--- config.mk ---
export PLATFORM = sky130hd
export DESIGN_NAME = mem_port_flat
export DESIGN_NICKNAME = d
export VERILOG_FILES = /design/src/logic/mem_pkg.sv /design/src/logic/mem_bus_if.sv /design/src/logic/mem_port.sv /design/src/flat_wrapper.sv
export VERILOG_INCLUDE_DIRS = /design/src /design/src/logic
export SDC_FILE = /design/constraint.sdc
export NUM_CORES = 1
export LEC_CHECK = 0
export ABC_CLOCK_PERIOD_IN_PS = 5000
export BUFFER_PORTS_ARGS = -buffer_cell sky130_fd_sc_hd__buf_2
export CORE_MARGIN = 2
export CORE_UTILIZATION = 41
export DETAILED_ROUTE_END_ITERATION = 12
export HOLD_SLACK_MARGIN = 0.1
export PLACE_DENSITY = 0.86
export SYNTH_ARGS = -nofsm -noshare
export SYNTH_HDL_FRONTEND = slang
export SYNTH_SLANG_ARGS = --single-unit
export TNS_END_PERCENT = 1
--- constraint.sdc ---
create_clock -name clk -period 5 [get_ports clk]
set_input_delay 0.75 -clock clk [delete_from_list [all_inputs] [get_ports clk]]
set_output_delay 0.75 -clock clk [all_outputs]
set_load 0.02 [all_outputs]
--- src/logic/cache_params.svh ---
//~~~~~~~~~~~~~~~~~~~~~~~~~~~~~~~~~~~~~~~~~~~~~~~~~~~~~~~~~~
// cache geometry and bus widths
//~~~~~~~~~~~~~~~~~~~~~~~~~~~~~~~~~~~~~~~~~~~~~~~~~~~~~~~~~~

`ifndef CACHE_PARAMS_SVH
`define CACHE_PARAMS_SVH

// sets per way, power of two.
`define ICACHE_ENTRIES_PER_WAY 64

// two ways, one lru bit per set.
`define ICACHE_WAYS 2

`define MEM_ADDR_W 32 // byte address.
`define MEM_DATA_W 32 // one word per line.

`endif

--- src/logic/mem_pkg.sv ---
//~~~~~~~~~~~~~~~~~~~~~~~~~~~~~~~~~~~~~~~~~~~~~~~~~~~~~~~~~~
// memory request types
//~~~~~~~~~~~~~~~~~~~~~~~~~~~~~~~~~~~~~~~~~~~~~~~~~~~~~~~~~~

`default_nettype none

`include "cache_params.svh"

package mem_pkg;

  typedef logic [`MEM_DATA_W-1:0] word_t; // data or address word.

  // byte write mask, zero means read.
  typedef logic [`MEM_DATA_W/8-1:0] wmask_t;

  typedef struct packed {
    word_t  addr;  // byte address.
    word_t  wdata; // store data.
    wmask_t wmask; // byte enables.
  } mem_req_t;

endpackage

`default_nettype wire

--- src/logic/mem_bus_if.sv ---
//~~~~~~~~~~~~~~~~~~~~~~~~~~~~~~~~~~~~~~~~~~~~~~~~~~~~~~~~~~
// valid/ready memory bus
//~~~~~~~~~~~~~~~~~~~~~~~~~~~~~~~~~~~~~~~~~~~~~~~~~~~~~~~~~~

`default_nettype none
`timescale 1ns/100ps

interface mem_bus_if;
  import mem_pkg::*;

  mem_req_t req;   // held stable while valid.
  logic     valid; // request pending.
  word_t    rdata; // read data, good while ready.
  logic     ready; // single-cycle completion.

  // side that starts transactions.
  modport requester (
    output req,
    output valid,
    input  rdata,
    input  ready
  );

  // side that completes them.
  modport responder (
    input  req,
    input  valid,
    output rdata,
    output ready
  );

endinterface

`default_nettype wire

--- src/logic/mem_port.sv ---
//~~~~~~~~~~~~~~~~~~~~~~~~~~~~~~~~~~~~~~~~~~~~~~~~~~~~~~~~~~
// registered external memory port
//~~~~~~~~~~~~~~~~~~~~~~~~~~~~~~~~~~~~~~~~~~~~~~~~~~~~~~~~~~

`default_nettype none
`timescale 1ns/100ps

module mem_port (
  input  logic            clk,
  input  logic            rst_n_i,
  mem_bus_if.responder    up_bus,      // from the router.
  output mem_pkg::word_t  mem_addr_o,
  output mem_pkg::word_t  mem_din_o,
  output mem_pkg::wmask_t mem_wmask_o,
  output logic            mem_valid_o,
  input  mem_pkg::word_t  mem_dout_i,
  input  logic            mem_ready_i
);
  import mem_pkg::*;

  typedef enum logic {
    IDLE, // no access on the memory side.
    BUSY  // request held until mem_ready_i.
  } state_e;

  state_e state_q;
  state_e state_d;

  logic  ack_q;   // upstream ready, one cycle.
  word_t rdata_q; // returned read data.
  logic  start;
  logic  done;

  // ack_q blocks a restart while the requester still holds valid.
  assign start = (state_q == IDLE) && up_bus.valid && !ack_q;
  assign done  = (state_q == BUSY) && mem_ready_i;

  always_comb begin
    state_d = state_q;
    if (start) state_d = BUSY;
    if (done)  state_d = IDLE;
  end

  always_ff @(posedge clk or negedge rst_n_i) begin
    if (!rst_n_i) begin
      state_q <= IDLE;
      ack_q   <= 1'b0;
    end else begin
      state_q <= state_d;
      ack_q   <= done;  // ready 1 cycle after mem_ready_i.
    end
  end

  always_ff @(posedge clk) begin
    if (start) begin
      mem_addr_o  <= up_bus.req.addr;
      mem_din_o   <= up_bus.req.wdata;
      mem_wmask_o <= up_bus.req.wmask;
    end
    if (done) begin
      rdata_q <= mem_dout_i;
    end
  end

  assign mem_valid_o   = (state_q == BUSY); // holds under back-pressure.
  assign up_bus.rdata  = rdata_q;
  assign up_bus.ready  = ack_q;

endmodule

`default_nettype wire

--- src/flat_wrapper.sv ---
// flat-port wrapper written by rule: the top's interface ports become plain ports
module mem_port_flat import mem_pkg::*;
  (clk, rst_n_i, mem_addr_o, mem_din_o, mem_wmask_o, mem_valid_o, mem_dout_i, mem_ready_i, up_bus_req, up_bus_valid, up_bus_rdata, up_bus_ready);
  mem_bus_if up_bus_i ();
  input  logic clk;
  input  logic rst_n_i;
  output mem_pkg::word_t mem_addr_o;
  output mem_pkg::word_t mem_din_o;
  output mem_pkg::wmask_t mem_wmask_o;
  output logic mem_valid_o;
  input  mem_pkg::word_t mem_dout_i;
  input  logic mem_ready_i;
  input wire logic [$bits(up_bus_i.req)-1:0] up_bus_req;
  input wire logic [$bits(up_bus_i.valid)-1:0] up_bus_valid;
  output wire logic [$bits(up_bus_i.rdata)-1:0] up_bus_rdata;
  output wire logic [$bits(up_bus_i.ready)-1:0] up_bus_ready;
  assign up_bus_i.req = up_bus_req;
  assign up_bus_i.valid = up_bus_valid;
  assign up_bus_rdata = up_bus_i.rdata;
  assign up_bus_ready = up_bus_i.ready;
  mem_port u_core (.clk(clk), .rst_n_i(rst_n_i), .up_bus(up_bus_i), .mem_addr_o(mem_addr_o), .mem_din_o(mem_din_o), .mem_wmask_o(mem_wmask_o), .mem_valid_o(mem_valid_o), .mem_dout_i(mem_dout_i), .mem_ready_i(mem_ready_i));
endmodule
==> metrics, run 1 <==
outcome finished, final reports clean; clock slew at reported path FFs 0.09 ns; Clock Skew 0.00891 ns; Synth Instances 106; share of post-route cells with drive strength above 1 68.3%; met3 Track Usage GR 7.35%; Reg-to-Reg End u_core.mem_addr_o[11]; first-pass GRT wire length 8940 um; top cell family by delay on the critical path flip-flops; Die W 90.7 um; critical path class flip-flop to output port; 1st-iter DRT viols 83; Pre-Repair DR Iteration Count 4; area grow syn2layout 43.6%; core area 7250 um2; IO buf count 205; total track usage 14.7%; sequential share of the synthesized area 99.0%; R2R depth 2; met1 Use GR 15.8%; Most Used Layer, Global Route met2; RSZ-0062 raised after global routing false; critical path's slowest cell dfrtp_1; DR WL/cell 14.3 um; PD cells 399 nW/um2; FP Rows 31; setup violators final 0; Worst EP arrival 0.99 ns; final hold violation count 0; io pins 206; # clock sinks 102; CP endpoint kind output port; CTS max path bufs 2; fmax 0.575 GHz; Setup Fix Bufs, Post-CTS 0; area of the mapped netlist 3080 um2; Hold-fix buffers, CTS 0; Final Wtd Congestion 0.788; hold crit path type input pin to asynchronous set/reset pin; via/cell ratio 4.30; Reg-to-Reg Start u_core.mem_valid_o; most frequent cells in the layout 205 x buf_2, 100 x edfxtp_1, 9 x clkbuf_8; Worst path max stage delay 0.45 ns; Fin Setup TNS 0 ns; CTS tree yes; post-synthesis average cell area 29.1 um2; Synth area leader edfxtp_1; Critical Path, Cell by Cell buf_2; Routed WL 6110 um; Post-route DRC 0; clk_lat worst skew 0.34 ns; worst path bufs/invs 1; Die Area 8230 um2; post_cts resized 0; worst endpoint required time 4.25 ns; synth warn 0; worst reg-to-reg setup slack 3.28 ns; hold slack 0.171 ns; maxcap violations 0; htree depth 3; Final ANT Viol Nets 0; CTS buffer count 9; synth unique cells 6; max_slew headroom 44.9%; leakage 0.00188 uW; post-synth top area share 97.4%; met2 usage 24.1%; gr ovfl total 0; worst-path maximum fanout 4; Die Y-Extent 90.7 um; Layout fillers 557; Initial Util 42.5%; root buffer cell clkbuf_8; # nets final 427; Synth Net Count 210; largest net degree at the start of global routing 70; crit share post-route 34.8%; Tightest Pin Transition 0.827 ns; Critical Path Source Type flip-flop; Final Slew Violations 0; n_diodes 0; minimum clock period 1.74 ns; worst-case vdd ir drop 209 uV; Synth area leaders edfxtp_1 97%, dfrtp_1 1.6%, nor3b_2 0.41%; commonest non-fill, non-tap cell in the layout buf_2; antenna violations before repair 0; #FFs+latches synth 102; vias 1,837; vias in the first global route 1,869
==> kinds of logic after synthesis <==
group                  synth area share [%]
AOI/OAI and AO/OA                     0.243
and+or+nand+nor                       0.649
buffers and inverters                 0.122
DFF                                    99.0
==> through the flow <==
| step | utilization, % | worst slack (ns) | instance area [um2] | power (uW) | instances |
|---|---|---|---|---|---|
| 2_1_floorplan | - | 1.12 | 3080 | 1220 | 106 |
| 3_3_place_gp | 58.6 | 2.95 | 4250 | 1320 | 411 |
| 3_5_place_dp | 58.6 | 2.90 | 4250 | 1330 | 411 |
| 4_1_cts | 61.1 | 3.23 | 4430 | 1790 | 427 |
| 5_1_grt | 61.1 | 3.18 | 4430 | 1840 | 427 |
| 6_report | 61.1 | 3.26 | 4430 | 1770 | 427 |
==> power by group <==
group	internal, uW	switching (uW)	leakage [uW]
Combinational	79.0	171	0.000835
Sequential	1040	18.7	0.000960
Clock	187	273	0.0000877
==> final cells by class <==
cell class	count	area (um2)	share of cell area, %
Clock inverter	7	57.6	1.30
Sequential cell	102	3050	68.9
Timing Repair Buffer	206	1030	23.3
Inverter	1	3.75	0.0847
Multi-Input combinational cell	3	33.8	0.763
Tap cell	99	124	2.80
Clock buffer	9	124	2.80
==> registers in the layout (all words and copies together), names as in the netlist <==
name and count:
u_core.mem_valid_o 1, u_core.up_bus.ready 1, u_core.mem_wmask_o 4, u_core.mem_addr_o 32
u_core.mem_din_o 32, u_core.up_bus.rdata 32
==> how the worst max path moves through the flow <==
stage                             startpoint                     to  cells after the start
final                     u_core.mem_valid_o            mem_valid_o                      1
after global placement          up_bus_valid  u_core.mem_addr_o[26]                      3
after CTS                 u_core.mem_valid_o            mem_valid_o                      1
after detailed placement        up_bus_valid  u_core.mem_addr_o[22]                      3
after floorplan                 up_bus_valid   u_core.mem_addr_o[0]                      1
after global routing      u_core.mem_valid_o   u_core.mem_din_o[14]                      2
==> Yosys cell counts, drive strengths merged <==
cell type and count:
nor3b 1, inv 1, and2 1, dfrtp 2, edfxtp 100, a21o 1
==> metal layers <==
layer	up-vias	share of wire [%]
met1	816	35
met3	11	15
met2	151	48
li1	859	-
met4	0	1.6
met5	-	0
No activity file was read; power rests on OpenSTA's default activity.
==> run 2: changes to the inputs <==
--- a/config.mk
+++ b/config.mk
@@ -6,7 +6,7 @@
 export SDC_FILE = /design/constraint.sdc
 export NUM_CORES = 1
 export LEC_CHECK = 0
-export ABC_CLOCK_PERIOD_IN_PS = 5000
+export ABC_CLOCK_PERIOD_IN_PS = 1700
 export BUFFER_PORTS_ARGS = -buffer_cell sky130_fd_sc_hd__buf_2
 export CORE_MARGIN = 2
 export CORE_UTILIZATION = 41
==> constraint.sdc (replaced) <==
create_clock -name clk -period 1.7 [get_ports clk]
set_input_delay 0.255 -clock clk [delete_from_list [all_inputs] [get_ports clk]]
set_output_delay 0.255 -clock clk [all_outputs]
set_load 0.02 [all_outputs]
==> metrics, run 2 <==
Synth Instances 106 (unchanged); area of the mapped netlist 3080 um2 (unchanged); sequential share of the synthesized area 99.0% (unchanged); synth cell count leaders 100 x edfxtp_1, 2 x dfrtp_1 (unchanged); CTS buffer count 9 (unchanged); IO buf count 205 (unchanged); post-synthesis average cell area 29.1 um2 (unchanged); FP Rows 31 (unchanged); CTS max path bufs 2 (unchanged); Top FF cell, synth edfxtp_1 (unchanged); post_cts resized 0 (unchanged); outcome stopped before the end (was finished, final reports clean); stop err [ERROR RSZ-0060] Max buffer count reached.; Die W 90.7 um (unchanged); io pins 206 (unchanged); Fail Step clock tree synthesis (4_1_cts); # clock sinks 102 (unchanged); Die Y-Extent 90.7 um (unchanged); Post-synth EDFFs 100 (unchanged); synth unique cells 6 (unchanged); root buffer cell clkbuf_8 (unchanged); Synth Net Count 210 (unchanged); Synth area leader edfxtp_1 (unchanged); htree depth 3 (unchanged); Synth area leaders edfxtp_1 97%, dfrtp_1 1.6%, nor3b_2 0.41% (unchanged); Setup Fix Bufs, Post-CTS 0 (unchanged); post-synth top area share 97.4% (unchanged); FFs w/ async S/R, synth 1.96% (unchanged); synth warn 0 (unchanged); Final Wtd Congestion 0.723 (was 0.788); Hold-fix buffers, CTS 101 (was 0); Initial Util 42.5% (unchanged); #FFs+latches synth 102 (unchanged); post-DP HPWL 5160 um; count leader, synth edfxtp_1 (unchanged)
-- run 2: kinds of logic after synthesis --
group           Yosys count  share of synthesized area [%]
compound gates            1                          0.243
simple gates              2                          0.649
buf+inv                   1                          0.122
flops                   102                           99.0
-- run 2: stage by stage --
step / instance area, um2 / TNS [ns] / worst slack (ns) / std cells
floorplan: 3090 / -69.83 / -1.02 / 106
global placement: 4280 / 0 / 0.362 / 412
detailed placement: 4280 / 0 / 0.343 / 412
==> run 3: changes to the inputs <==
--- a/config.mk
+++ b/config.mk
@@ -9,10 +9,9 @@
 export ABC_CLOCK_PERIOD_IN_PS = 1700
 export BUFFER_PORTS_ARGS = -buffer_cell sky130_fd_sc_hd__buf_2
 export CORE_MARGIN = 2
-export CORE_UTILIZATION = 41
+export CORE_UTILIZATION = 36
 export DETAILED_ROUTE_END_ITERATION = 12
-export HOLD_SLACK_MARGIN = 0.1
-export PLACE_DENSITY = 0.86
+export PLACE_DENSITY_LB_ADDON = 0.15
 export SYNTH_ARGS = -nofsm -noshare
 export SYNTH_HDL_FRONTEND = slang
 export SYNTH_SLANG_ARGS = --single-unit
==> metrics, run 3 (synthesis results as in run 1) <==
1st-iter DRT viols 47; fin area 4510 um2; Die W 96.6 um (was 90.7 um); largest net degree at the start of global routing 56; most frequent cells in the layout 205 x buf_2, 100 x edfxtp_1, 9 x clkbuf_8; htree depth 3 (unchanged); Die Y-Extent 96.6 um (was 90.7 um); Reg-to-Reg End u_core.mem_din_o[21]; root buffer cell clkbuf_8 (unchanged); # clock sinks 102 (unchanged); crit share post-route 79.5%; worst endpoint required time 1.72 ns; IO buf count 205 (unchanged); CTS tree yes; # nets final 430; Final Slew Violations 0; max_slew headroom 81.0%; DR WL/cell 14.8 um; Setup Fix Bufs, Post-CTS 0 (unchanged); Clock Skew 0.00668 ns; io pins 206 (unchanged); Critical Path Source Type flip-flop; maxcap violations 0; setup violators final 0; worst-path maximum fanout 55; post-DP HPWL 4940 um (was 5160 um); vias in the first global route 1,775; gr ovfl total 0; Hold Path Stages 1; RSZ-0062 raised after global routing false; Final Wtd Congestion 0.718 (was 0.723); share of post-route cells with drive strength above 1 67.6%; placed inst area 4300 um2 (was 4280 um2); outcome finished, final reports clean (was stopped before the end); Final ANT Viol Nets 0; Hold Path Origin up_bus_req[4]; CP endpoint kind flip-flop; worst-case vdd ir drop 527 uV; hold crit path type input pin to flip-flop; Finished Core Util 54.6%; total chip power 5410 uW; clock slew at reported path FFs 0.09 ns; Pre-Repair DR Iteration Count 4; Fin Setup TNS 0 ns; CTS buffer count 9 (unchanged); Routed WL 6420 um; n_diodes 0; vias 1,826; hold slack 0.0807 ns; antenna violations before repair 0; critical path class flip-flop to flip-flop; FP Rows 33 (was 31); fmax 0.740 GHz; commonest non-fill, non-tap cell in the layout buf_2; R2R depth 2; PD cells 1200 nW/um2; Reg-to-Reg Start u_core.mem_valid_o; leakage 0.00191 uW; Die Area 9320 um2; CTS max path bufs 2 (unchanged); final hold violation count 0; first-pass GRT wire length 8450 um; Tightest Pin Transition 0.284 ns; total track usage 12.8%; Worst EP arrival 1.37 ns; Initial Util 37.3% (was 42.5%); via/cell ratio 4.20; area grow syn2layout 46.2%; Hold Path End u_core.mem_din_o[0]; clk_lat worst skew 0.34 ns; core area 8260 um2; Post-route DRC 0; minimum clock period 1.35 ns; worst reg-to-reg setup slack 0.35 ns
## run 3: cell type report
type | count | area [um2]
fillers | 697 | 3750
flip-flops and latches | 102 | 3050
repair buffers | 209 | 1080
well taps | 105 | 131
clock buffers | 10 | 128
clock inverters | 5 | 75.1
multi-input cells | 3 | 33.8
inverters | 1 | 3.75
## run 3: power breakdown
group	leakage [uW]	internal (uW)	total (uW)	switching, uW
sequential	0.000959	3050	3110	55.4
combinational	0.000857	260	768	508
clock	0.0000974	812	1540	725
total	0.00191	4120	5410	1290
## run 3: timing repair
| item | 4_1_cts | 5_1_grt |
|---|---|---|
| endpoints found under the setup margin | 0 | 0 |
| hold endpoints to repair | 2 | 0 |
| resized for setup | 0 | 0 |
| hold buffers | 1 | 0 |
## run 3: critical path, cell delays in order, from the launching register on
cell     delay [ns]
dfrtp_2        0.44
nor3b_4        0.26
buf_12         0.30
## run 3: layer usage
| layer | share of wire [%] | global-route usage, % | vias up |
|---|---|---|---|
| met1 | 35 | 12.9 | 815 |
| met5 | 0 | 0 | - |
| met2 | 49 | 21.2 | 140 |
| met3 | 15 | 6.98 | 9 |
| li1 | - | - | 862 |
| met4 | 1.4 | 7.04 | 0 |
## run 3: per-stage QoR
step,cells,worst slack [ns]
after floorplan,106,-1.02
after global placement,419,0.375
after detailed placement,419,0.363
after CTS,435,0.347
after global routing,435,0.299
final,435,0.349
## run 3: how the worst max path moves through the flow
stage                             startpoint                    end  cells after the start
after global routing      u_core.mem_valid_o   u_core.mem_din_o[21]                      2
after floorplan           u_core.mem_valid_o   u_core.mem_addr_o[0]                      1
after CTS                 u_core.mem_valid_o   u_core.mem_din_o[12]                      2
final                     u_core.mem_valid_o   u_core.mem_din_o[21]                      2
after detailed placement  u_core.mem_valid_o    u_core.mem_din_o[0]                      2
after global placement    u_core.mem_valid_o  u_core.mem_wmask_o[0]                      2
