## src/logic/cache_params.svh

```systemverilog
//~~~~~~~~~~~~~~~~~~~~~~~~~~~~~~~~~~~~~~~~~~~~~~~~~~~~~~~~~~
// cache geometry and bus widths
//~~~~~~~~~~~~~~~~~~~~~~~~~~~~~~~~~~~~~~~~~~~~~~~~~~~~~~~~~~

`ifndef CACHE_PARAMS_SVH
`define CACHE_PARAMS_SVH

// sets per way, power of two.
`define ICACHE_ENTRIES_PER_WAY 64

// two ways, one lru bit per set.
`define ICACHE_WAYS 2

`define MEM_ADDR_W 32 // byte address.
`define MEM_DATA_W 32 // one word per line.

`endif

```

## src/logic/mem_pkg.sv

```systemverilog
//~~~~~~~~~~~~~~~~~~~~~~~~~~~~~~~~~~~~~~~~~~~~~~~~~~~~~~~~~~
// memory request types
//~~~~~~~~~~~~~~~~~~~~~~~~~~~~~~~~~~~~~~~~~~~~~~~~~~~~~~~~~~

`default_nettype none

`include "cache_params.svh"

package mem_pkg;

  typedef logic [`MEM_DATA_W-1:0] word_t; // data or address word.

  // byte write mask, zero means read.
  typedef logic [`MEM_DATA_W/8-1:0] wmask_t;

  typedef struct packed {
    word_t  addr;  // byte address.
    word_t  wdata; // store data.
    wmask_t wmask; // byte enables.
  } mem_req_t;

endpackage

`default_nettype wire

```

## src/logic/mem_bus_if.sv

```systemverilog
//~~~~~~~~~~~~~~~~~~~~~~~~~~~~~~~~~~~~~~~~~~~~~~~~~~~~~~~~~~
// valid/ready memory bus
//~~~~~~~~~~~~~~~~~~~~~~~~~~~~~~~~~~~~~~~~~~~~~~~~~~~~~~~~~~

`default_nettype none
`timescale 1ns/100ps

interface mem_bus_if;
  import mem_pkg::*;

  mem_req_t req;   // held stable while valid.
  logic     valid; // request pending.
  word_t    rdata; // read data, good while ready.
  logic     ready; // single-cycle completion.

  // side that starts transactions.
  modport requester (
    output req,
    output valid,
    input  rdata,
    input  ready
  );

  // side that completes them.
  modport responder (
    input  req,
    input  valid,
    output rdata,
    output ready
  );

endinterface

`default_nettype wire

```

## src/logic/cache_router.sv

```systemverilog
//~~~~~~~~~~~~~~~~~~~~~~~~~~~~~~~~~~~~~~~~~~~~~~~~~~~~~~~~~~
// fetch/data request router
//~~~~~~~~~~~~~~~~~~~~~~~~~~~~~~~~~~~~~~~~~~~~~~~~~~~~~~~~~~

`default_nettype none
`timescale 1ns/100ps

module cache_router (
  input  logic            clk,
  input  logic            is_instruction_i, // fetch flag, stable while pending.
  input  mem_pkg::word_t  cpu_addr_i,
  input  mem_pkg::word_t  cpu_din_i,
  input  mem_pkg::wmask_t cpu_wmask_i,
  input  logic            cpu_valid_i,
  output mem_pkg::word_t  cpu_dout_o,
  output logic            cpu_ready_o,
  mem_bus_if.requester    ic_bus,     // lookups into the icache.
  mem_bus_if.responder    refill_bus, // icache refills.
  mem_bus_if.requester    mem_bus     // toward the memory port.
);
  import mem_pkg::*;

  mem_req_t cpu_req;     // data access as issued by the cpu.
  mem_req_t fetch_req;   // refill with the mask cleared.
  logic     mem_valid;   // valid of whichever path owns the port.
  logic     fetch_tag_q; // owner of the outstanding memory access.

  assign cpu_req   = '{addr: cpu_addr_i, wdata: cpu_din_i, wmask: cpu_wmask_i};
  assign fetch_req = '{addr: refill_bus.req.addr, wdata: refill_bus.req.wdata, wmask: '0};

  // fetches never write.
  assign ic_bus.req = '{addr: cpu_addr_i, wdata: cpu_din_i, wmask: '0};

  assign mem_valid = is_instruction_i ? refill_bus.valid : cpu_valid_i;

  // tag the memory access with its path, ready comes at least 2 cycles later.
  always_ff @(posedge clk) begin
    if (mem_valid) begin
      fetch_tag_q <= is_instruction_i; // held with the request.
    end
  end

  always_comb begin
    // data path by default.
    ic_bus.valid     = 1'b0;
    refill_bus.rdata = mem_bus.rdata;        // payload goes to both.
    refill_bus.ready = 1'b0;
    mem_bus.req      = cpu_req;
    mem_bus.valid    = mem_valid;
    cpu_dout_o       = mem_bus.rdata;
    cpu_ready_o      = mem_bus.ready & ~fetch_tag_q;

    if (is_instruction_i) begin
      ic_bus.valid     = cpu_valid_i;         // lookup request.
      refill_bus.ready = mem_bus.ready & fetch_tag_q;
      mem_bus.req      = fetch_req;           // refill owns the port.
      cpu_dout_o       = ic_bus.rdata;
      cpu_ready_o      = ic_bus.ready;
    end
  end

endmodule

`default_nettype wire

```

## src/flat_wrapper.sv

```systemverilog
// flat-port wrapper written by rule: the top's interface ports become plain ports
module cache_router_flat import mem_pkg::*;
  (clk, is_instruction_i, cpu_addr_i, cpu_din_i, cpu_wmask_i, cpu_valid_i, cpu_dout_o, cpu_ready_o, ic_bus_req, ic_bus_valid, ic_bus_rdata, ic_bus_ready, refill_bus_req, refill_bus_valid, refill_bus_rdata, refill_bus_ready, mem_bus_req, mem_bus_valid, mem_bus_rdata, mem_bus_ready);
  mem_bus_if ic_bus_i ();
  mem_bus_if refill_bus_i ();
  mem_bus_if mem_bus_i ();
  input  logic clk;
  input  logic is_instruction_i;
  input  mem_pkg::word_t cpu_addr_i;
  input  mem_pkg::word_t cpu_din_i;
  input  mem_pkg::wmask_t cpu_wmask_i;
  input  logic cpu_valid_i;
  output mem_pkg::word_t cpu_dout_o;
  output logic cpu_ready_o;
  output wire logic [$bits(ic_bus_i.req)-1:0] ic_bus_req;
  output wire logic [$bits(ic_bus_i.valid)-1:0] ic_bus_valid;
  input wire logic [$bits(ic_bus_i.rdata)-1:0] ic_bus_rdata;
  input wire logic [$bits(ic_bus_i.ready)-1:0] ic_bus_ready;
  input wire logic [$bits(refill_bus_i.req)-1:0] refill_bus_req;
  input wire logic [$bits(refill_bus_i.valid)-1:0] refill_bus_valid;
  output wire logic [$bits(refill_bus_i.rdata)-1:0] refill_bus_rdata;
  output wire logic [$bits(refill_bus_i.ready)-1:0] refill_bus_ready;
  output wire logic [$bits(mem_bus_i.req)-1:0] mem_bus_req;
  output wire logic [$bits(mem_bus_i.valid)-1:0] mem_bus_valid;
  input wire logic [$bits(mem_bus_i.rdata)-1:0] mem_bus_rdata;
  input wire logic [$bits(mem_bus_i.ready)-1:0] mem_bus_ready;
  assign ic_bus_req = ic_bus_i.req;
  assign ic_bus_valid = ic_bus_i.valid;
  assign ic_bus_i.rdata = ic_bus_rdata;
  assign ic_bus_i.ready = ic_bus_ready;
  assign refill_bus_i.req = refill_bus_req;
  assign refill_bus_i.valid = refill_bus_valid;
  assign refill_bus_rdata = refill_bus_i.rdata;
  assign refill_bus_ready = refill_bus_i.ready;
  assign mem_bus_req = mem_bus_i.req;
  assign mem_bus_valid = mem_bus_i.valid;
  assign mem_bus_i.rdata = mem_bus_rdata;
  assign mem_bus_i.ready = mem_bus_ready;
  cache_router u_core (.clk(clk), .is_instruction_i(is_instruction_i), .cpu_addr_i(cpu_addr_i), .cpu_din_i(cpu_din_i), .cpu_wmask_i(cpu_wmask_i), .cpu_valid_i(cpu_valid_i), .cpu_dout_o(cpu_dout_o), .cpu_ready_o(cpu_ready_o), .ic_bus(ic_bus_i), .refill_bus(refill_bus_i), .mem_bus(mem_bus_i));
endmodule
```

## config.mk

```make
export PLATFORM = sky130hd
export DESIGN_NAME = cache_router_flat
export DESIGN_NICKNAME = d
export VERILOG_FILES = /design/src/logic/mem_pkg.sv /design/src/logic/mem_bus_if.sv /design/src/logic/cache_router.sv /design/src/flat_wrapper.sv
export VERILOG_INCLUDE_DIRS = /design/src /design/src/logic
export SDC_FILE = /design/constraint.sdc
export NUM_CORES = 1
export LEC_CHECK = 0
export BUFFER_PORTS_ARGS = -buffer_cell sky130_fd_sc_hd__buf_2
export CAP_MARGIN = 0
export CORE_AREA = 2 2 158 160
export DETAILED_ROUTE_END_ITERATION = 12
export DIE_AREA = 0 0 160 162
export SYNTH_ARGS = -nofsm -noshare
export SYNTH_HDL_FRONTEND = slang
export SYNTH_SLANG_ARGS = --single-unit
```

## constraint.sdc

```tcl
create_clock -name clk -period 1.6 [get_ports clk]
set_input_delay 0.32 -clock clk [delete_from_list [all_inputs] [get_ports clk]]
set_output_delay 0.32 -clock clk [all_outputs]
set_load 0.005 [all_outputs]
```

==> impl_results.md, run 1 <==
- Starting Density: 9.10%
- Total gr overflow: 0
- DRC viols: 0
- Vias in the first global route: 2543
- PwrDens: 278 mW/mm²
- Pin count of the biggest net entering global routing: 45
- Die Ht: 162 µm
- Antenna violations before repair: 2
- Start point of the worst hold path: refill_bus_valid
- Worst hold stages: 2
- Synth Area in XOR/XNOR: 0%
- Core footprint: 0.0241 mm²
- Tcrit/Tclk final: 96.9%
- Most frequent cells in the layout: buf_2, mux2_2, mux2_4, buf_4
- Fmax: 645 MHz
- Mux share of post-synthesis cell area: 57.1%
- Final Hold Vio Count: 0
- Max FFs per register: 1
- CP Data Required Time: 1.28 ns
- Biggest register: u_core.fetch_tag_q
- Area delta synth->final: 82.0%
- Crit-path cells: buf_6 -> buf_16 -> buf_4 -> mux2_4 -> buf_2
- Startpoint types: primary input
- Largest family of logic cells by synthesized area: multiplexers
- Outcome: finished, final reports clean
- Final core utilization: 16.6%
- Cell area after synthesis: 0.00219 mm²
- Final ANT Viol Nets: 0
- Max stage delay on crit path: 0.29 ns
- CP Max Fanout: 18
- Crit end category: output pin
- HP Class: in -> reg
- Drt pass-1 iters: 6
- Die Wd: 160 µm
- Synth Instances: 220
- Biggest regs: u_core.fetch_tag_q (1)
- Hold_buf cts: 0
- Placer Congestion: 0.866
- First-pass GRT wire length: 15700 µm
- Setup tns final: 0 ns
- Clk pin slew, worst setup/hold paths: 0 ns
- Most common cell after layout, fill and taps aside: buf_2
- Synth warnings: 0
- Slew Viols, Final: 0
- Placed Cells: 848
- Netlist cell types: 13
- Row count: 57
- Post-Synth Simple-Gate Area: 2.17%
- # setup viols final: 0
- Post-synthesis adder-cell area fraction: 0%
- Final #Nets: 738
- Crit path DAT: 1.23 ns
- Fillers: 2770
- Number of port buffers: 401
- Sequential share of the synthesized area: 1.37%
- Total wire length: 12500 µm
- Routed vias/inst: 3.21
- Worst path slowest cell: mux2_4
- Crit path buf inv count: 4
- Ports: 410
- Beginning of the critical path: is_instruction_i
- Die Footprint: 0.0259 mm²
- Number of max-cap violations: 0
- P_leak: 2.32 nW
- DRT iter0 DRCs: 44
- Register bit total from synthesis: 1
- Total track usage: 8.02%
- HPWL Detailed: 11200 µm
- Routed WL per cell: 14.7 µm
- Layout cell share with drive strength beyond 1: 97.4%
- Crit path time final: 1.55 ns
- Compound-cell area share of the yosys netlist: 0.228%
- Cell family with most CP delay: buffers and inverters
- VDD IR-drop max: 89.2 µV
- Post-Layout Cell Count: 855
- WHS Endpoint: u_core.fetch_tag_q
- Crit path kind: in -> out
- RSZ-0062 raised after global routing: no
- Syn Area/Cell: 9.98 µm²
- DR vias: 2744
==> per-layer routing <==
metal,global-route usage [%],up-vias,wire length (µm)
met3,1.12,8,1160
met2,16.4,246,6630
met4,0.983,2,143
met1,8.89,1211,4590
met5,0,-,13
li1,-,1277,-
==> what timing repair did <==
action                                  CTS  global route
endpoints found under the setup margin   11            24
cloned                                    0             2
resized for setup                         0             3
buffers inserted                          0             4
==> synthesized netlist by cell type, drive strengths merged <==
| cell | number | share of area [%] |
|---|---|---|
| nand2 | 1 | 0.17 |
| and3 | 1 | 0.29 |
| o21ai | 1 | 0.23 |
| nand2b | 1 | 0.29 |
| buf | 112 | 39 |
| mux2 | 97 | 57 |
| conb | 1 | 0.17 |
| nor2b | 4 | 1.1 |
| and2 | 1 | 0.29 |
| edfxtp | 1 | 1.4 |
==> cell families (layout without fill, tap and decap cells) <==
| kind of cell | count (synthesis) | count (layout) |
|---|---|---|
| AND/OR/NAND/NOR | 8 | 8 |
| AO/OA/AOI/OAI | 1 | 1 |
| other | 1 | 5 |
| multiplexers | 97 | 97 |
| buffers and inverters | 112 | 419 |
| flip-flops | 1 | 1 |
==> stage by stage <==
step	setup WS [ns]	area (µm²)	hold WS, ns	total power [mW]
floorplan	0.270	2210	0.419	0.614
global placement	-0.00953	3890	0.670	1.08
detailed placement	-0.00942	3890	0.678	1.09
CTS	-0.0142	3890	0.680	1.09
global route	0.00525	4000	0.702	1.20
finish	0.0493	4000	0.674	1.11
==> report_power, final <==
group | leakage (nW) | switching [mW] | internal [mW]
Sequential | 0.00979 | 0.00245 | 0.0327
Combinational | 2.31 | 0.416 | 0.659
Clock | 0.00000634 | 0 | 0.0000000845
Total | 2.32 | 0.418 | 0.692
==> worst max-delay path by stage <==
stage / endpoint / cells past startpoint
global placement: cpu_dout_o[4] / 5
global route: cpu_dout_o[1] / 5
floorplan: cpu_dout_o[0] / 4
finish: cpu_dout_o[4] / 5
CTS: cpu_dout_o[14] / 5
detailed placement: cpu_dout_o[14] / 5
==> layout make-up <==
| class | instances | area [µm²] | area share, % |
|---|---|---|---|
| well taps | 324 | 405 | 10.1 |
| repair buffers | 419 | 2240 | 56.0 |
| flip-flops and latches | 1 | 30.0 | 0.752 |
| diodes | 1 | 2.50 | 0.0626 |
| multi-input cells | 110 | 1320 | 33.1 |
Power figures use the tool's default switching activity.
==> inputs of run 2 (changes only) <==
--- a/config.mk
+++ b/config.mk
@@ -6,11 +6,12 @@
 export SDC_FILE = /design/constraint.sdc
 export NUM_CORES = 1
 export LEC_CHECK = 0
+export ABC_AREA = 1
 export BUFFER_PORTS_ARGS = -buffer_cell sky130_fd_sc_hd__buf_2
 export CAP_MARGIN = 0
-export CORE_AREA = 2 2 158 160
+export CORE_AREA = 2 2 159 161
 export DETAILED_ROUTE_END_ITERATION = 12
-export DIE_AREA = 0 0 160 162
+export DIE_AREA = 0 0 161 163
 export SYNTH_ARGS = -nofsm -noshare
 export SYNTH_HDL_FRONTEND = slang
 export SYNTH_SLANG_ARGS = --single-unit
==> impl_results.md, run 2 <==
- Outcome: finished, final reports clean (unchanged)
- Final worst slack: 0.111 ns (was 0.0493 ns)
- Most frequent cells in the layout: buf_2, nand2_1, inv_1, nor2_1, buf_12 (was buf_2, mux2_2, mux2_4, buf_4)
- Prevailing post-synth register cell: edfxtp_1 (unchanged)
- Drt pass-1 iters: 4 (was 6)
- Crit end category: output pin (unchanged)
- DRC viols: 0 (unchanged)
- RSZ-0062 raised after global routing: no (unchanged)
- Routed vias/inst: 3.31 (was 3.21)
- Clk pin slew, worst setup/hold paths: 0 ns (about the same)
- Synth Instances: 432 (was 220)
- Worst hold stages: 3 (was 2)
- Ys async rst share: 0% (unchanged)
- Cell area after synthesis: 0.00209 mm² (was 0.00219 mm²)
- PwrDens: 269 mW/mm² (was 278 mW/mm²)
- First-pass GRT wire length: 14600 µm (was 15700 µm)
- Finished layout cell area: 0.00373 mm² (was 0.00400 mm²)
- Most common cell after layout, fill and taps aside: buf_2 (unchanged)
- Total wire length: 10800 µm (was 12500 µm)
- Biggest register: u_core.fetch_tag_q (unchanged)
- Max stage delay on crit path: 0.18 ns (was 0.29 ns)
- Routed WL per cell: 10.3 µm (was 14.7 µm)
- Area delta synth->final: 78.3% (was 82.0%)
- Final #Nets: 927 (was 738)
- Setup WS pre-CTS: 0.116 ns (was -0.00942 ns)
- Final ANT Viol Nets: 0 (unchanged)
- Die Wd: 161 µm (was 160 µm)
- Total track usage: 6.93% (was 8.02%)
- Die Footprint: 0.0262 mm² (was 0.0259 mm²)
- Number of port buffers: 401 (unchanged)
- DR vias: 3477 (was 2744)
- Antenna violations before repair: 3 (was 2)
- Crit path DAT: 1.17 ns (was 1.23 ns)
- # setup viols final: 0 (unchanged)
- Placer Congestion: 0.823 (was 0.866)
- Crit path buf inv count: 4 (unchanged)
- Top-area cell type share of the netlist area: 52.9% (was 34.2%)
- P_leak: 2.59 nW (was 2.32 nW)
- CP Max Fanout: 34 (was 18)
- Syn Area/Cell: 4.85 µm² (was 9.98 µm²)
- Start point of the worst hold path: refill_bus_valid (unchanged)
- Synth warnings: 0 (unchanged)
- Die Ht: 163 µm (was 162 µm)
- Largest cells by area after synthesis: nand2_1, buf_4, buf_2, buf_6, edfxtp_1 (was buf_4, mux2_4, mux2_2, buf_6, edfxtp_1)
- Layout cell share with drive strength beyond 1: 56.6% (was 97.4%)
- HPWL Detailed: 9460 µm (was 11200 µm)
- DRT iter0 DRCs: 129 (was 44)
- Netlist cell types: 10 (was 13)
- HP Class: in -> reg (unchanged)
- Register bit total from synthesis: 1 (unchanged)
- Biggest regs: u_core.fetch_tag_q (1) (unchanged)
- Vias in the first global route: 2873 (was 2543)
- Hold_buf cts: 0 (unchanged)
- Pin count of the biggest net entering global routing: 56 (was 45)
- Setup Buffers After CTS: 0 (unchanged)
- Post-DP Area: 0.00373 mm² (was 0.00389 mm²)
- Crit path kind: in -> out (unchanged)
- Ports: 410 (unchanged)
- Worst path slowest cell: buf_12 (was mux2_4)
- VDD IR-drop max: 130 µV (was 89.2 µV)
- Slew Viols, Final: 0 (unchanged)
- Crit-path cells: buf_4 -> inv_4 -> buf_12 -> nand3_1 -> nand2_1 -> buf_2 (was buf_6 -> buf_16 -> buf_4 -> mux2_4 -> buf_2)
- Setup tns final: 0 ns (unchanged)
- Cell family with most CP delay: buffers and inverters (unchanged)
- Core footprint: 0.0247 mm² (was 0.0241 mm²)
- CP Data Required Time: 1.28 ns (about the same)
- Number of max-cap violations: 0 (unchanged)
- Fmax: 672 MHz (was 645 MHz)
- Max FFs per register: 1 (unchanged)
- Startpoint types: primary input (unchanged)
- Crit path time final: 1.49 ns (was 1.55 ns)
- Crit. path cell count: 6 (was 5)
- Row count: 58 (was 57)
- Sequential share of the synthesized area: 1.43% (was 1.37%)
- Number of synthesized flops with an enable pin: 1 (unchanged)
- Starting Density: 8.49% (was 9.10%)
- Resize count post-CTS: 0 (unchanged)
- Final Hold Vio Count: 0 (unchanged)
- Cell taking the most area after synthesis: nand2_1 (was buf_4)
- Tcrit/Tclk final: 93.1% (was 96.9%)
- Synth top cells by count: nand2_1, buf_4, buf_2, inv_1, nor2_1 (was buf_4, mux2_2, mux2_4, buf_6, buf_2)
- Top-count cell post-synth: nand2_1 (was buf_4)
- Total gr overflow: 0 (unchanged)
- Beginning of the critical path: is_instruction_i (unchanged)
[run 2: through the flow]
stage                     total power, mW  util (%)  hold slack [ns]  std cells
after floorplan                     0.543         -            0.419        435
after global placement               1.01      15.1            0.650       1049
after detailed placement             1.01      15.1            0.650       1049
after CTS                            1.02      15.1            0.652       1049
after global routing                 1.12      15.1            0.689       1051
final                                1.00      15.1            0.652       1052
[run 2: cell families after synthesis]
kind of cell / count (synthesis) / share of synthesized area (%)
buffers and inverters: 129 / 44.4
flip-flops: 1 / 1.43
other: 1 / 0.179
AND/OR/NAND/NOR: 301 / 54.0
[run 2: path summary, 6_finish.rpt]
kind	end	slack [ns]
max	cpu_ready_o	0.11
min	u_core.fetch_tag_q	0.65
[run 2: final cells by class]
cell class,instances,area [µm²]
Tap cell,330,413
Antenna cell,3,7.51
Multi-Input combinational cell,305,1150
Inverter,7,28.8
Timing Repair Buffer,406,2110
Sequential cell,1,30.0
Fill cell,2893,20900
[run 2: metal layers]
layer,up-vias,GRT usage [%],part of all wire [%]
met3,14,0.917,10
met2,260,13.6,50
met4,0,2.64,3.4
li1,1751,-,-
met5,-,0,0
met1,1452,7.47,36
[run 2: report_power, final]
part	internal [mW]	switching, mW	total, mW
combinational	0.496	0.475	0.971
sequential	0.0324	0.000489	0.0329
clock	0.00000184	0	0.00000184
==> inputs of run 3 (changes only) <==
--- a/config.mk
+++ b/config.mk
@@ -6,12 +6,12 @@
 export SDC_FILE = /design/constraint.sdc
 export NUM_CORES = 1
 export LEC_CHECK = 0
-export ABC_AREA = 1
 export BUFFER_PORTS_ARGS = -buffer_cell sky130_fd_sc_hd__buf_2
 export CAP_MARGIN = 0
-export CORE_AREA = 2 2 159 161
+export CORE_AREA = 2 2 158 160
 export DETAILED_ROUTE_END_ITERATION = 12
-export DIE_AREA = 0 0 161 163
+export DIE_AREA = 0 0 160 162
+export PLACE_DENSITY_LB_ADDON = 0.12
 export SYNTH_ARGS = -nofsm -noshare
 export SYNTH_HDL_FRONTEND = slang
 export SYNTH_SLANG_ARGS = --single-unit
==> impl_results.md, run 3 (synthesis gave the netlist of run 1 again) <==
- P_leak: 2.29 nW (was 2.59 nW)
- Diode count: 0 (was 3)
- Outcome: finished, final reports clean (unchanged)
- Setup Buffers After CTS: 0 (unchanged)
- Slew Viols, Final: 0 (unchanged)
- HPWL Detailed: 9940 µm (was 9460 µm)
- Hold_buf cts: 0 (unchanged)
- Fmax: 645 MHz (was 672 MHz)
- Beginning of the critical path: is_instruction_i (unchanged)
- Die Footprint: 0.0259 mm² (was 0.0262 mm²)
- Crit path kind: in -> out (unchanged)
- Drt pass-1 iters: 4 (unchanged)
- Layout cell share with drive strength beyond 1: 97.3% (was 56.6%)
- DRT iter0 DRCs: 32 (was 129)
- Core footprint: 0.0241 mm² (was 0.0247 mm²)
- Final ANT Viol Nets: 0 (unchanged)
- Most frequent cells in the layout: buf_2, mux2_2, mux2_4, buf_4 (was buf_2, nand2_1, inv_1, nor2_1, buf_12)
- Row count: 57 (was 58)
- Worst path slowest cell: mux2_2 (was buf_12)
- DRC viols: 0 (unchanged)
- # setup viols final: 0 (unchanged)
- Total wire length: 10700 µm (was 10800 µm)
- Number of port buffers: 401 (unchanged)
- RSZ-0062 raised after global routing: no (unchanged)
- CP Data Required Time: 1.28 ns (about the same)
- Crit end category: output pin (unchanged)
- DR vias: 2672 (was 3477)
- Die Ht: 162 µm (was 163 µm)
- Ports: 410 (unchanged)
- Final Hold Vio Count: 0 (unchanged)
- Number of max-cap violations: 0 (unchanged)
- Tcrit/Tclk final: 96.9% (was 93.1%)
- Starting Density: 9.10% (was 8.49%)
- Setup WS pre-CTS: -0.0246 ns (was 0.116 ns)
- Total track usage: 7.01% (was 6.93%)
- Crit-path cells: buf_6 -> buf_16 -> mux2_2 -> buf_2 (was buf_4 -> inv_4 -> buf_12 -> nand3_1 -> nand2_1 -> buf_2)
- Area delta synth->final: 79.3% (was 78.3%)
- Start point of the worst hold path: refill_bus_valid (unchanged)
- Clk pin slew, worst setup/hold paths: 0 ns (about the same)
- Final worst slack: 0.0493 ns (was 0.111 ns)
- Antenna violations before repair: 0 (was 3)
- First-pass GRT wire length: 14300 µm (was 14600 µm)
- Max FFs per register: 1 (unchanged)
- Final #Nets: 734 (was 927)
- Vias in the first global route: 2669 (was 2873)
- Die Wd: 160 µm (was 161 µm)
- Crit path DAT: 1.23 ns (was 1.17 ns)
- CP Max Fanout: 51 (was 34)
- Max stage delay on crit path: 0.38 ns (was 0.18 ns)
- HP Class: in -> reg (unchanged)
- Startpoint types: primary input (unchanged)
- Crit path time final: 1.55 ns (was 1.49 ns)
- Routed vias/inst: 3.14 (was 3.31)
- Biggest register: u_core.fetch_tag_q (unchanged)
- Total gr overflow: 0 (unchanged)
- VDD IR-drop max: 71.4 µV (was 130 µV)
- Min Hold Slack: 0.753 ns (was 0.652 ns)
- Most common cell after layout, fill and taps aside: buf_2 (unchanged)
- Biggest regs: u_core.fetch_tag_q (1) (unchanged)
- Pin count of the biggest net entering global routing: 52 (was 56)
- Placer Congestion: 0.859 (was 0.823)
- Worst hold stages: 3 (unchanged)
- Routed WL per cell: 12.6 µm (was 10.3 µm)
- PwrDens: 272 mW/mm² (was 269 mW/mm²)
## run 3: what timing repair did
action	in CTS	in global routing
setup endpoints to repair	2	47
gates cloned	0	0
gates resized for setup	3	3
## run 3: layout make-up
cell class / instances / area (µm²)
Timing Repair Buffer: 415 / 2170
Fill cell: 2764 / 20200
Tap cell: 324 / 405
Multi-Input combinational cell: 110 / 1330
Sequential cell: 1 / 30.0
## run 3: final timing paths
check,slack (ns),endpoint
setup / recovery,0.05,mem_bus_req[50]
hold / removal,0.75,u_core.fetch_tag_q
## run 3: stage by stage
stage / instance area (µm²) / std cells / setup TNS, ns / utilization (%) / power, mW
floorplan: 2210 / 223 / 0 / - / 0.614
global placement: 3910 / 850 / -0.00763 / 16.2 / 1.10
detailed placement: 3910 / 850 / -0.0359 / 16.2 / 1.08
CTS: 3920 / 850 / 0 / 16.3 / 1.09
global route: 3940 / 850 / 0 / 16.3 / 1.16
finish: 3940 / 850 / 0 / 16.3 / 1.07
## run 3: power breakdown
part           total (mW)  switching (mW)  internal, mW  leakage [nW]
clock                   0               0             0             0
combinational        1.04           0.390         0.647          2.28
sequential         0.0336         0.00105        0.0326       0.00979
total                1.07           0.392         0.679          2.29
## run 3: metal layers
metal	share of wire (%)	GRT usage, %	vias up
li1	-	-	1259
met1	30	6.14	1179
met2	60	16.8	234
met3	10	1.10	0
met4	0	0	0
met5	0	0	-
## run 3: critical path: cells and delay by family
| family | cells | cell delay (ns) |
|---|---|---|
| buffers and inverters | 3 | 0.46 |
| muxes | 1 | 0.38 |
